**src/uartPkg.sv**
```systemverilog
// uart package
// frame constants and the byte and receive-entry types shared by the uart blocks
`default_nettype none

package uartPkg;

	////////////////////
	// frame format
	////////////////////

	localparam int dataBits = 8;	// data bits per frame
	localparam int ovsTicks = 16;	// oversampling ticks per bit
	localparam int sbTick = 16;		// ticks in the stop bit, one stop bit

	////////////////////
	// payload types
	////////////////////

	// one data byte on the line
	typedef logic [dataBits-1:0] uartByte_t;

	// receive fifo entry
	// byte plus framing error, 9 bits
	typedef struct packed
	{
		uartByte_t data;	// received byte
		logic frameErr;		// stop bit was low
	} rxEntry_t;

endpackage

`default_nettype wire

```
**src/baudGen.sv**
```systemverilog
// baud generator
// free-running divider, one-cycle sTick every clkDivisor clocks
`timescale 1ns/10ps
`default_nettype none

module baudGen #(
	parameter int clkDivisor = 27	// clocks per oversampling tick
) (
	input wire logic clk,
	input wire logic reset,
	output logic sTick	// 16x bit-rate pulse
);

	localparam int cntW = (clkDivisor > 1) ? $clog2(clkDivisor) : 1;

	logic [cntW-1:0] cnt;	// divider count

	always_ff @(posedge clk or posedge reset)
	begin
		if (reset)
		begin
			cnt <= '0;
			sTick <= 1'b0;
		end
		else
		begin
			// wrap at divisor-1
			if (cnt == cntW'(clkDivisor - 1))
				cnt <= '0;
			else
				cnt <= cnt + 1'b1;
			sTick <= (cnt == cntW'(clkDivisor - 1));	// pulse on the wrap
		end
	end

	// tick is a single-cycle pulse
	assert property (@(posedge clk) disable iff (reset)
		(clkDivisor > 1 && sTick) |=> !sTick);

endmodule

`default_nettype wire

```
**src/uartFifo.sv**
```systemverilog
// uart fifo
// first-word-fall-through buffer, any payload type, sticky overflow flag
`timescale 1ns/10ps
`default_nettype none

module uartFifo #(
	parameter type payload_t = logic [7:0],	// entry type
	parameter int fifoDepth = 16			// entries, power of two
) (
	input wire logic clk,
	input wire logic reset,
	input wire logic push,
	input wire payload_t pushData,
	input wire logic pop,
	output payload_t popData,	// head, valid while !empty
	output logic empty,
	output logic full,
	output logic overflow		// push lost while full, sticky
);

	localparam int ptrW = $clog2(fifoDepth);

	payload_t mem [fifoDepth];	// storage, no reset
	logic [ptrW-1:0] wrPtr;
	logic [ptrW-1:0] rdPtr;
	logic [ptrW:0] count;		// occupancy 0..fifoDepth
	logic [ptrW:0] countNext;
	logic doPush;
	logic doPop;

	////////////////////
	// accept rules
	////////////////////

	assign doPop = pop && !empty;				// pop on empty ignored
	assign doPush = push && (!full || doPop);	// full but popping frees a slot
	assign countNext = count + doPush - doPop;

	// head shows through
	assign popData = mem[rdPtr];

	always_ff @(posedge clk)
	begin
		if (doPush)
			mem[wrPtr] <= pushData;
	end

	////////////////////
	// pointers, levels
	////////////////////

	always_ff @(posedge clk or posedge reset)
	begin
		if (reset)
		begin
			wrPtr <= '0;
			rdPtr <= '0;
			count <= '0;
			empty <= 1'b1;
			full <= 1'b0;
			overflow <= 1'b0;
		end
		else
		begin
			if (doPush)
				wrPtr <= wrPtr + 1'b1;	// wraps, depth is 2^n
			if (doPop)
				rdPtr <= rdPtr + 1'b1;
			count <= countNext;
			empty <= (countNext == '0);					// registered levels
			full <= (countNext == (ptrW+1)'(fifoDepth));
			if (push && !doPush)
				overflow <= 1'b1;	// cleared by reset only
		end
	end

	// occupancy bounded
	assert property (@(posedge clk) disable iff (reset)
		count <= (ptrW+1)'(fifoDepth));

endmodule

`default_nettype wire

```
**src/uartTrans.sv**
```systemverilog
// uart transmitter
// pops the transmit fifo and shifts out 8N1 frames on the 16x tick
`timescale 1ns/10ps
`default_nettype none

module uartTrans import uartPkg::*; (
	input wire logic clk,
	input wire logic reset,
	input wire logic sTick,		// oversampling tick
	input wire logic fifoEmpty,	// transmit fifo level
	input wire uartByte_t din,	// fifo head
	output logic txPop,			// one-cycle fifo pop
	output logic tx				// serial out, registered
);

	localparam int sW = $clog2((ovsTicks > sbTick) ? ovsTicks : sbTick);
	localparam int nW = $clog2(dataBits);

	typedef enum logic [1:0] {idle, start, data, stop} txState_t;

	txState_t stateReg, stateNext;
	logic [sW-1:0] sReg, sNext;	// tick count within a bit
	logic [nW-1:0] nReg, nNext;	// data bit index
	uartByte_t bReg, bNext;		// shift register
	logic txNext;

	always_ff @(posedge clk or posedge reset)
	begin
		if (reset)
		begin
			stateReg <= idle;
			sReg <= '0;
			nReg <= '0;
			tx <= 1'b1;	// line idles high
		end
		else
		begin
			stateReg <= stateNext;
			sReg <= sNext;
			nReg <= nNext;
			tx <= txNext;
		end
	end

	always_ff @(posedge clk)
		bReg <= bNext;	// payload only

	////////////////////
	// frame FSM
	////////////////////

	always_comb
	begin
		stateNext = stateReg;
		sNext = sReg;
		nNext = nReg;
		bNext = bReg;
		txPop = 1'b0;

		case (stateReg)
			idle:
			begin
				if (!fifoEmpty)
				begin
					txPop = 1'b1;	// take the head
					bNext = din;
					sNext = '0;
					stateNext = start;
				end
			end
			start:
			begin
				if (sTick)
				begin
					if (sReg == sW'(ovsTicks - 1))
					begin
						sNext = '0;
						nNext = '0;
						stateNext = data;
					end
					else
						sNext = sReg + 1'b1;
				end
			end
			data:
			begin
				if (sTick)
				begin
					if (sReg == sW'(ovsTicks - 1))
					begin
						sNext = '0;
						bNext = bReg >> 1;	// next bit to lsb
						if (nReg == nW'(dataBits - 1))
							stateNext = stop;
						else
							nNext = nReg + 1'b1;
					end
					else
						sNext = sReg + 1'b1;
				end
			end
			default:	// stop
			begin
				if (sTick)
				begin
					if (sReg == sW'(sbTick - 1))
						stateNext = idle;	// may pop again right away
					else
						sNext = sReg + 1'b1;
				end
			end
		endcase
	end

	// line level follows the next state so tx moves with the state register
	always_comb
	begin
		case (stateNext)
			start: txNext = 1'b0;
			data: txNext = bNext[0];	// lsb first
			default: txNext = 1'b1;
		endcase
	end

	// pop only from idle, start bit on the following edge
	assert property (@(posedge clk) disable iff (reset)
		txPop |-> (stateReg == idle) ##1 (stateReg == start && !tx));
	assert property (@(posedge clk) disable iff (reset) txPop |-> !fifoEmpty);
	assert property (@(posedge clk) disable iff (reset) (stateReg == idle) |-> tx);

endmodule

`default_nettype wire

```
**src/uartRecv.sv**
```systemverilog
// uart receiver
// 16x oversampled 8N1 receiver, mid-bit sampling, stop-bit framing check
`timescale 1ns/10ps
`default_nettype none

module uartRecv import uartPkg::*; (
	input wire logic clk,
	input wire logic reset,
	input wire logic sTick,		// oversampling tick
	input wire logic rx,		// serial in, asynchronous
	output logic rxDoneTick,	// one-cycle push strobe
	output rxEntry_t rxEntry	// valid with rxDoneTick
);

	localparam int sW = $clog2((ovsTicks > sbTick) ? ovsTicks : sbTick);
	localparam int nW = $clog2(dataBits);

	typedef enum logic [1:0] {idle, start, data, stop} rxState_t;

	rxState_t stateReg, stateNext;
	logic [sW-1:0] sReg, sNext;	// tick count
	logic [nW-1:0] nReg, nNext;	// bits received
	uartByte_t bReg, bNext;		// shift in, msb side
	logic rxMeta;				// first sync flop
	logic rxSync;				// synchronized line

	// two-flop synchronizer, idle level high
	always_ff @(posedge clk or posedge reset)
	begin
		if (reset)
		begin
			rxMeta <= 1'b1;
			rxSync <= 1'b1;
		end
		else
		begin
			rxMeta <= rx;
			rxSync <= rxMeta;
		end
	end

	always_ff @(posedge clk or posedge reset)
	begin
		if (reset)
		begin
			stateReg <= idle;
			sReg <= '0;
			nReg <= '0;
		end
		else
		begin
			stateReg <= stateNext;
			sReg <= sNext;
			nReg <= nNext;
		end
	end

	always_ff @(posedge clk)
		bReg <= bNext;

	////////////////////
	// receive FSM
	////////////////////

	always_comb
	begin
		stateNext = stateReg;
		sNext = sReg;
		nNext = nReg;
		bNext = bReg;
		rxDoneTick = 1'b0;

		case (stateReg)
			idle:
			begin
				if (!rxSync)	// possible start edge
				begin
					sNext = '0;
					stateNext = start;
				end
			end
			start:
			begin
				if (sTick)
				begin
					if (sReg == sW'(ovsTicks/2 - 1))	// middle of start bit
					begin
						sNext = '0;
						nNext = '0;
						stateNext = rxSync ? idle : data;	// high again means glitch
					end
					else
						sNext = sReg + 1'b1;
				end
			end
			data:
			begin
				if (sTick)
				begin
					if (sReg == sW'(ovsTicks - 1))
					begin
						sNext = '0;
						bNext = {rxSync, bReg[dataBits-1:1]};	// lsb arrives first
						if (nReg == nW'(dataBits - 1))
							stateNext = stop;
						else
							nNext = nReg + 1'b1;
					end
					else
						sNext = sReg + 1'b1;
				end
			end
			default:	// stop
			begin
				if (sTick)
				begin
					if (sReg == sW'(sbTick - 1))
					begin
						rxDoneTick = 1'b1;	// stop sample, entry valid now
						stateNext = idle;
					end
					else
						sNext = sReg + 1'b1;
				end
			end
		endcase
	end

	// low stop bit is a framing error
	assign rxEntry = '{data: bReg, frameErr: !rxSync};

	// one push per frame
	assert property (@(posedge clk) disable iff (reset) rxDoneTick |=> !rxDoneTick);

endmodule

`default_nettype wire

```
**src/uartPeripheral.sv**
```systemverilog
// uart peripheral top
// baud generator, tx and rx fifos, transmitter and receiver behind strobe/level ports
`timescale 1ns/10ps
`default_nettype none

module uartPeripheral import uartPkg::*; #(
	parameter int clkDivisor = 27,	// clocks per 16x tick
	parameter int fifoDepth = 16	// entries per fifo
) (
	input wire logic clk,
	input wire logic reset,
	input wire logic wrEn,			// uart write strobe
	input wire uartByte_t wrData,
	input wire logic rdEn,			// uart read strobe, pops rx head
	output uartByte_t rdData,		// rx head byte
	output logic rdFrameErr,		// rx head framing error
	output logic txFull,
	output logic txEmpty,
	output logic rxEmpty,
	output logic txOverrun,			// write lost, sticky
	output logic rxOverrun,			// frame lost, sticky
	output logic tx,
	input wire logic rx
);

	logic sTick;			// 16x tick
	uartByte_t txHead;		// tx fifo head to transmitter
	logic txPop;
	logic rxDoneTick;		// rx fifo push
	rxEntry_t rxEntry;
	rxEntry_t rxHead;

	baudGen #(.clkDivisor(clkDivisor)) baudGenI (
		.clk(clk), .reset(reset), .sTick(sTick)
	);

	////////////////////
	// transmit path
	////////////////////

	uartFifo #(.payload_t(uartByte_t), .fifoDepth(fifoDepth)) txFifo (
		.clk(clk), .reset(reset),
		.push(wrEn), .pushData(wrData),
		.pop(txPop), .popData(txHead),
		.empty(txEmpty), .full(txFull), .overflow(txOverrun)
	);

	uartTrans uartTransI (
		.clk(clk), .reset(reset), .sTick(sTick),
		.fifoEmpty(txEmpty), .din(txHead), .txPop(txPop), .tx(tx)
	);

	////////////////////
	// receive path
	////////////////////

	uartRecv uartRecvI (
		.clk(clk), .reset(reset), .sTick(sTick), .rx(rx),
		.rxDoneTick(rxDoneTick), .rxEntry(rxEntry)
	);

	// receiver never stalls, a full fifo just drops and flags
	uartFifo #(.payload_t(rxEntry_t), .fifoDepth(fifoDepth)) rxFifo (
		.clk(clk), .reset(reset),
		.push(rxDoneTick), .pushData(rxEntry),
		.pop(rdEn), .popData(rxHead),
		.empty(rxEmpty), .full(), .overflow(rxOverrun)
	);

	assign rdData = rxHead.data;
	assign rdFrameErr = rxHead.frameErr;

endmodule

`default_nettype wire

```
**config.mk**
```make
export PLATFORM = sky130hd
export DESIGN_NAME = uartPeripheral
export DESIGN_NICKNAME = d
export VERILOG_FILES = /design/src/uartPkg.sv /design/src/baudGen.sv /design/src/uartFifo.sv /design/src/uartTrans.sv /design/src/uartRecv.sv /design/src/uartPeripheral.sv
export SDC_FILE = /design/constraint.sdc
export NUM_CORES = 1
export LEC_CHECK = 0
export ABC_CLOCK_PERIOD_IN_PS = 3200
export BUFFER_PORTS_ARGS = -buffer_cell sky130_fd_sc_hd__buf_2
export CORE_UTILIZATION = 29
export CTS_BUF_LIST = sky130_fd_sc_hd__clkbuf_2 sky130_fd_sc_hd__clkbuf_4 sky130_fd_sc_hd__clkbuf_8
export DETAILED_ROUTE_END_ITERATION = 8
export GPL_ROUTABILITY_DRIVEN = 0
export HOLD_SLACK_MARGIN = 0.06
export PLACE_DENSITY_LB_ADDON = 0.3
export SLEW_MARGIN = 20
export SYNTH_ARGS = -nofsm -noshare
export SYNTH_HDL_FRONTEND = slang
export SYNTH_HIERARCHICAL = 1
export SYNTH_SLANG_ARGS = --single-unit
```
**constraint.sdc**
```tcl
create_clock -name clk -period 3.2 [get_ports clk]
set_clock_uncertainty 0.1 [all_clocks]
set_input_delay 0.96 -clock clk [delete_from_list [all_inputs] [get_ports clk]]
set_output_delay 0.96 -clock clk [all_outputs]
set_load 0.05 [all_outputs]
```
; ---- Word level (Yosys, flattened, before mapping)
; Memory sizes are Yosys's and may differ from the RTL's.
; Index checks and enable logic that the tools add are counted.
[classes]
n_addsub = 13
eq_ne = 30
n_mux = 60
n_reduce_logical = 34
[ops]
columns = operator, n
row1 = 4-bit two-way mux, 12
row2 = 2-bit two-way mux, 17
row3 = 3-bit two-way mux, 10
row4 = 4-bit by 1-bit adder with 4-bit output (second input constant), 6
row5 = 8-bit two-way mux, 3
row6 = 2-bit != test (second input constant), 8
row7 = 8-bit case mux with 2 select lines, 1
row8 = 5-bit equality test (second input constant), 3
row9 = 2-bit by 1-bit != test with 1-bit output (second input constant), 6
row10 = 2-bit case mux with 3 select lines, 2
row11 = 3-bit case mux with 2 select lines, 2
row12 = 4-bit case mux with 3 select lines, 1
row13 = 6-bit AND reduction, 2
row14 = 5-bit by 1-bit adder with 5-bit output, 2
row15 = 5-bit zero test, 2
row16 = 2-bit nonzero test, 5
row17 = 5-bit by 1-bit subtractor with 5-bit output, 2
row18 = 1-bit two-way mux, 9
row19 = 4-bit equality test (second input constant), 2
row20 = 4-bit case mux with 2 select lines, 1
row21 = 4-bit AND reduction, 2
row22 = 8-bit AND reduction, 1
row23 = 1-bit zero test, 7
row24 = 3-bit by 1-bit adder with 3-bit output (second input constant), 2
row25 = 17 further kinds, 29
[totals]
register_bits = 75
mem_bits_rw = 272
in_bits = 13
out_inout_bits = 15
elab_cells = 165
mem_count = 2
[mem_list]
columns = memory, depth, word_bits, read_ports, rd_clocked_by_memory_dff, write_ports, line_no
row1 = rxFifo.mem, 16, 9, 1, 0, 1, uartFifo.sv:23  ; payload_t mem [fifoDepth];
row2 = txFifo.mem, 16, 8, 1, 0, 1, uartFifo.sv:23

; ---- Logic depth before layout (Yosys ltp)
[logic_depth]
ltp_word = 8
mapped_depth = 16
mapped_depth_nobuf = 15

; ---- Modules after synthesis
; Netlist, hierarchy kept.
[modules_own_cells]
columns = mod, instances, cells_per_inst, area_each_um2, seq_area_each_um2
row1 = uartFifo (rxFifo), 1, 352, 6496.2, 4725.8
row2 = uartFifo (txFifo), 1, 326, 5859.4, 4245.3
row3 = uartTrans, 1, 94, 1011.0, 481.7
row4 = uartRecv, 1, 75, 924.6, 518.0
row5 = baudGen, 1, 26, 295.3, 150.1

; ---- Worst setup path before layout
; Ideal clock, no wire load.
[synth_timing]
path_kind = register to register
start = register uartTransI.stateReg[0]
end = register txFifo.full
setup_ns = 0.066
arrival_ns = 3.265
t_required_ns = 3.034
slack_ns = -0.231
path_stages_with_launch = 17
path_buffers = 1
synth_period_minus_slack_ns = 3.431
cell_sequence = dfrtp_1 inv_1 ha_1 nor2b_1 clkbuf_1 nand2b_4 a21boi_2 inv_2 ha_1 inv_1 ha_1 inv_1 fa_1 inv_1 nor4b_1 mux2i_1 and3b_1
[synth_via]
elab_chain_len = 8
[synth_lines]
columns = item, line_no
row1 = start: declaration, uartTrans.sv:21  ; txState_t stateReg, stateNext;
row2 = start signal: assignment, uartTrans.sv:31  ; stateReg <= idle;
row3 = start signal: assignment, uartTrans.sv:38  ; stateReg <= stateNext;
row4 = 2-bit zero test (*), uartTrans.sv:60  ; case (stateReg)
row5 = 1-bit two-way mux (*), uartTrans.sv:60
row6 = named net txPop, uartPeripheral.sv:28  ; logic txPop;
row7 = 1-bit logical AND (*), uartFifo.sv:35  ; assign doPop = pop && !empty;
row8 = 1-bit logical OR, uartFifo.sv:36  ; assign doPush = push && (!full || doPop);
row9 = 1-bit logical AND, uartFifo.sv:36
row10 = 5-bit by 1-bit adder with 5-bit output, uartFifo.sv:37  ; assign countNext = count + doPush - doPop;
row11 = 5-bit by 1-bit subtractor with 5-bit output (*), uartFifo.sv:37
row12 = named net txFifo.countNext[1], uartFifo.sv:27  ; logic [ptrW:0] countNext;
row13 = 5-bit equality test (*), uartFifo.sv:71  ; full <= (countNext == (ptrW+1)'(fifoDepth));
row14 = end signal: assignment, uartFifo.sv:71
row15 = end: declaration, uartFifo.sv:17  ; output logic full,
; The timed path passes the listed nets; every way through them passes the cells marked *.
; A chain may end at the register's enable or synchronous reset.

; ---- Worst setup path in the final report
[layout_timing]
start = register rxFifo.rdPtr[0]
end = output rdData[7]
[layout_via]
elab_chain_len = 1
[layout_lines]
columns = item, line_no
row1 = start: declaration, uartFifo.sv:25  ; logic [ptrW-1:0] rdPtr;
row2 = start signal: assignment, uartFifo.sv:68  ; rdPtr <= rdPtr + 1'b1;
row3 = memory 16 x 9 bit, n/a
row4 = end: declaration, uartPeripheral.sv:15  ; output uartByte_t rdData,
; No other way between the ends.

==> results_dict.tcl <==
set metrics [dict create \
    rows 81 \
    crit_family "compound AO/OA/AOI/OAI gates" \
    grt_max_degree 20 \
    run_status "finished with violations" \
    drive_gt1_share_pct 31.6 \
    nets 1034 \
    worst-path-buf-inv 3 \
    io_pins 28 \
    yosysWarnings 6 \
    end_kind "output pin" \
    slowest_delay_ns 0.45 \
    yosysMostFrequentCell "edfxtp_1" \
    vias_per_cell 4.67 \
    rsz0062_at_grt "true" \
    startpoint "rxFifo/rdPtr[0]$_DFFE_PP0P_" \
    cts-root-buf "clkbuf_8" \
    core_sq_um 49300 \
    drt_pass1_iterations 4 \
    antenna_found_initial 0 \
    wl_met2_microns 14500 \
    hp-class "in2async" \
    period_share_pct 109 \
    numPlacedInstances 1574 \
    path_depth 7 \
    portBuffers 27 \
    p_leak_uw 0.00644 \
    reg2reg_slack_ns 0.13 \
    syn_nets 921 \
    nFillCells 4740 \
    synth-async-reset-ratio_pct 17.0 \
    ys_ff_latch 347 \
    routed_wl_microns 30700 \
    clock_latency_ns 0.61 \
    wire_per_inst_microns 18.1 \
    worst_slack_ns -0.288 \
    critPathLaunchType "flop" \
    violations "negative setup slack" \
    dpl_cell_area_sq_um 15800 \
    power_density_nw_per_um2 775 \
    cap_violations 0 \
    slew_viol_final 0 \
    clockBufferDepth 3 \
    finalSetupViolCount 9 \
    cts_tree "yes" \
    ys_seq_area_share_pct 69.4 \
    syn-cell-area_sq_um 14600 \
    arrival_ns 2.43 \
    die_w_microns 226 \
    reg2reg_depth 15 \
    area_growth_syn_to_layout_pct 20.6 \
    yosys.area.top_type "edfxtp_1" \
    grt_pass1_vias 7983 \
    drc 0 \
    design_area_sq_um 17600 \
    crit_top_cell "buf_6" \
    worstSetupPathType "reg2out" \
    grt_usage_pct 12.2 \
    fin_util_pct 35.7 \
    r2r-start "uartRecvI/sReg[1]$_DFFE_PP0P_" \
    routed.top_layer "met4" \
    slowest_stage "dfrtp_2" \
    r2r-end "rxFifo/full$_DFF_PP0_" \
    critPathRequiredTime_ns 2.14 \
    peakVddDrop_uv 396 \
    initial_core_util_pct 29.6 \
    multi_input_area_sq_um 4350 \
    synth_edf_count 287 \
    fin_crit_ns 3.49 \
    dp_hpwl_microns 19200 \
    first_iter_violations 550 \
    worstMarginPinSlew_ns 0.752 \
    path_max_fanout 5 \
    wl_met1_microns 14300 \
    antenna_cells 0 \
    dieArea_sq_um 51200 \
    synthCells 873 \
    vias 7904 \
    seq_area_sq_um 10100 \
    yosys-top-cells-area "edfxtp_1 (59%), dfrtp_1 (9.3%), mux4_2 (4.3%)" \
    synth_commonest_cells "edfxtp_1 (287), dfrtp_1 (54), inv_1 (45), mux2i_1 (37), ha_1 (33)" \
    wl_met3_microns 1390 \
    syn_area_per_cell_sq_um 16.7 \
    path_cells "buf_6, clkbuf_16, mux2_4, o22ai_4, nor3_2, a221o_1, buf_6" \
    cts_buffers 58 \
    antenna_left 0 \
    synth_top_cell_area_share_pct 59.1 \
    synth_cell_types 73 \
    grt_pass1_wl_microns 47200 \
    totalPowerFinal_uw 13600 \
    final.setup.tns_ns -2.26 \
    hold_buffers 0 \
    slew_headroom_pct 49.9 \
    cts_sinks 347 \
    die_h_microns 226 \
    path_clk_slew_ns 0.06 \
    overflow 0 \
    fin_cells 1694 \
    synth_ff_type "edfxtp_1" \
    max_freq_mhz 287 \
    hold_violations 0 \
    h-tree-depth 2 \
]
power breakdown:
| group | leakage [uW] | switching [uW] | internal (uW) |
|---|---|---|---|
| clock network | 0.000675 | 1790 | 2610 |
| logic | 0.00246 | 2120 | 1700 |
| registers | 0.00330 | 210 | 5220 |
flip-flops by register name, indices dropped and copies added, names as in the netlist, 3 cells and up:
signal	cells
txFifo/rdPtr	4
uartTransI/nReg	3
rxFifo/count	5
rxFifo/wrPtr	4
uartRecvI/bReg	8
rxFifo/rdPtr	4
txFifo/mem	128
uartTransI/sReg	4
txFifo/wrPtr	4
baudGenI/cnt	5
uartRecvI/nReg	3
uartRecvI/sReg	4
rxFifo/mem	144
uartTransI/bReg	8
txFifo/count	5
what timing repair did:
| action | in CTS | in global routing |
|---|---|---|
| resized for setup | 32 | 47 |
| gates cloned | 2 | 3 |
| endpoints found under the setup margin | 11 | 13 |
| buffers inserted | 1 | 11 |
| pin swaps | 1 | 17 |
metal layers:
| metal | vias up | global-route usage [%] |
|---|---|---|
| met5 | - | 0 |
| met4 | 0 | 3.71 |
| met3 | 43 | 2.49 |
| met2 | 163 | 19.1 |
| met1 | 4052 | 16.8 |
| li1 | 3646 | - |
through the flow:
stage | setup WS, ns | hold WS, ns
5_1_grt | -0.374 | 0.253
3_3_place_gp | -0.00578 | 0.248
6_report | -0.288 | 0.257
4_1_cts | -0.351 | 0.239
2_1_floorplan | -0.0283 | 0.245
3_5_place_dp | -0.0282 | 0.247
worst max path at each step:
stage / endpoint / slack [ns]
6_report: rdData[7] / -0.29
2_1_floorplan: txFifo/full$_DFF_PP0_ / -0.03
3_3_place_gp: rxFifo/full$_DFF_PP0_ / -0.006
5_1_grt: rdData[7] / -0.37
3_5_place_dp: rxFifo/full$_DFF_PP0_ / -0.03
4_1_cts: rdData[3] / -0.35
kinds of logic after synthesis:
kind of cell | synth area share, %
AO/OA/AOI/OAI | 6.30
adder cells (fa/ha/maj) | 3.11
multiplexers | 11.0
buffers and inverters | 2.83
flip-flops | 69.4
XOR/XNOR | 1.08
AND/OR/NAND/NOR | 6.32
cell usage in the layout, fill, tap and decap left out, types with 6 or more instances in the layout:
cell type and count:
nor3_1 14, a21oi_1 14, edfxtp_1 287, mux2i_1 37, dfrtp_1 50, clkinv_1 13, buf_6 10, o22ai_1 11
bufinv_16 9, nor2_1 16, mux2_1 8, nand3_1 10, and2_1 23, clkinv_2 10, a221o_1 19, o21ai_0 13
mux4_2 29, a22o_2 6, a22o_1 21, nor3_2 10, nor4_2 8, buf_4 56, buf_2 18, clkbuf_8 62
a21o_1 7, xnor2_1 14, clkbuf_4 8, ha_1 29, nand2_1 25, inv_1 43, mux2_2 26
worst register-to-register path, stage by stage (launching register included):
cell and delay (ns):
dfrtp_1 0.36, ha_2 0.19, and2_4 0.16, nand3_4 0.08, nor2_4 0.11, a21boi_4 0.19, inv_2 0.07, ha_4 0.22
inv_1 0.05, ha_2 0.17, inv_1 0.05, fa_2 0.41, xnor2_4 0.18, nor4_2 0.31, mux2i_1 0.14, and3b_1 0.22
cell type report:
type | instances | area share, %
Sequential cell | 347 | 57.5
Multi-Input combinational cell | 440 | 24.7
Clock buffer | 70 | 5.19
Tap cell | 664 | 4.72
Timing Repair Buffer | 92 | 4.62
Clock inverter | 34 | 2.20
Inverter | 47 | 1.00
Power figures use the tool's default switching activity.
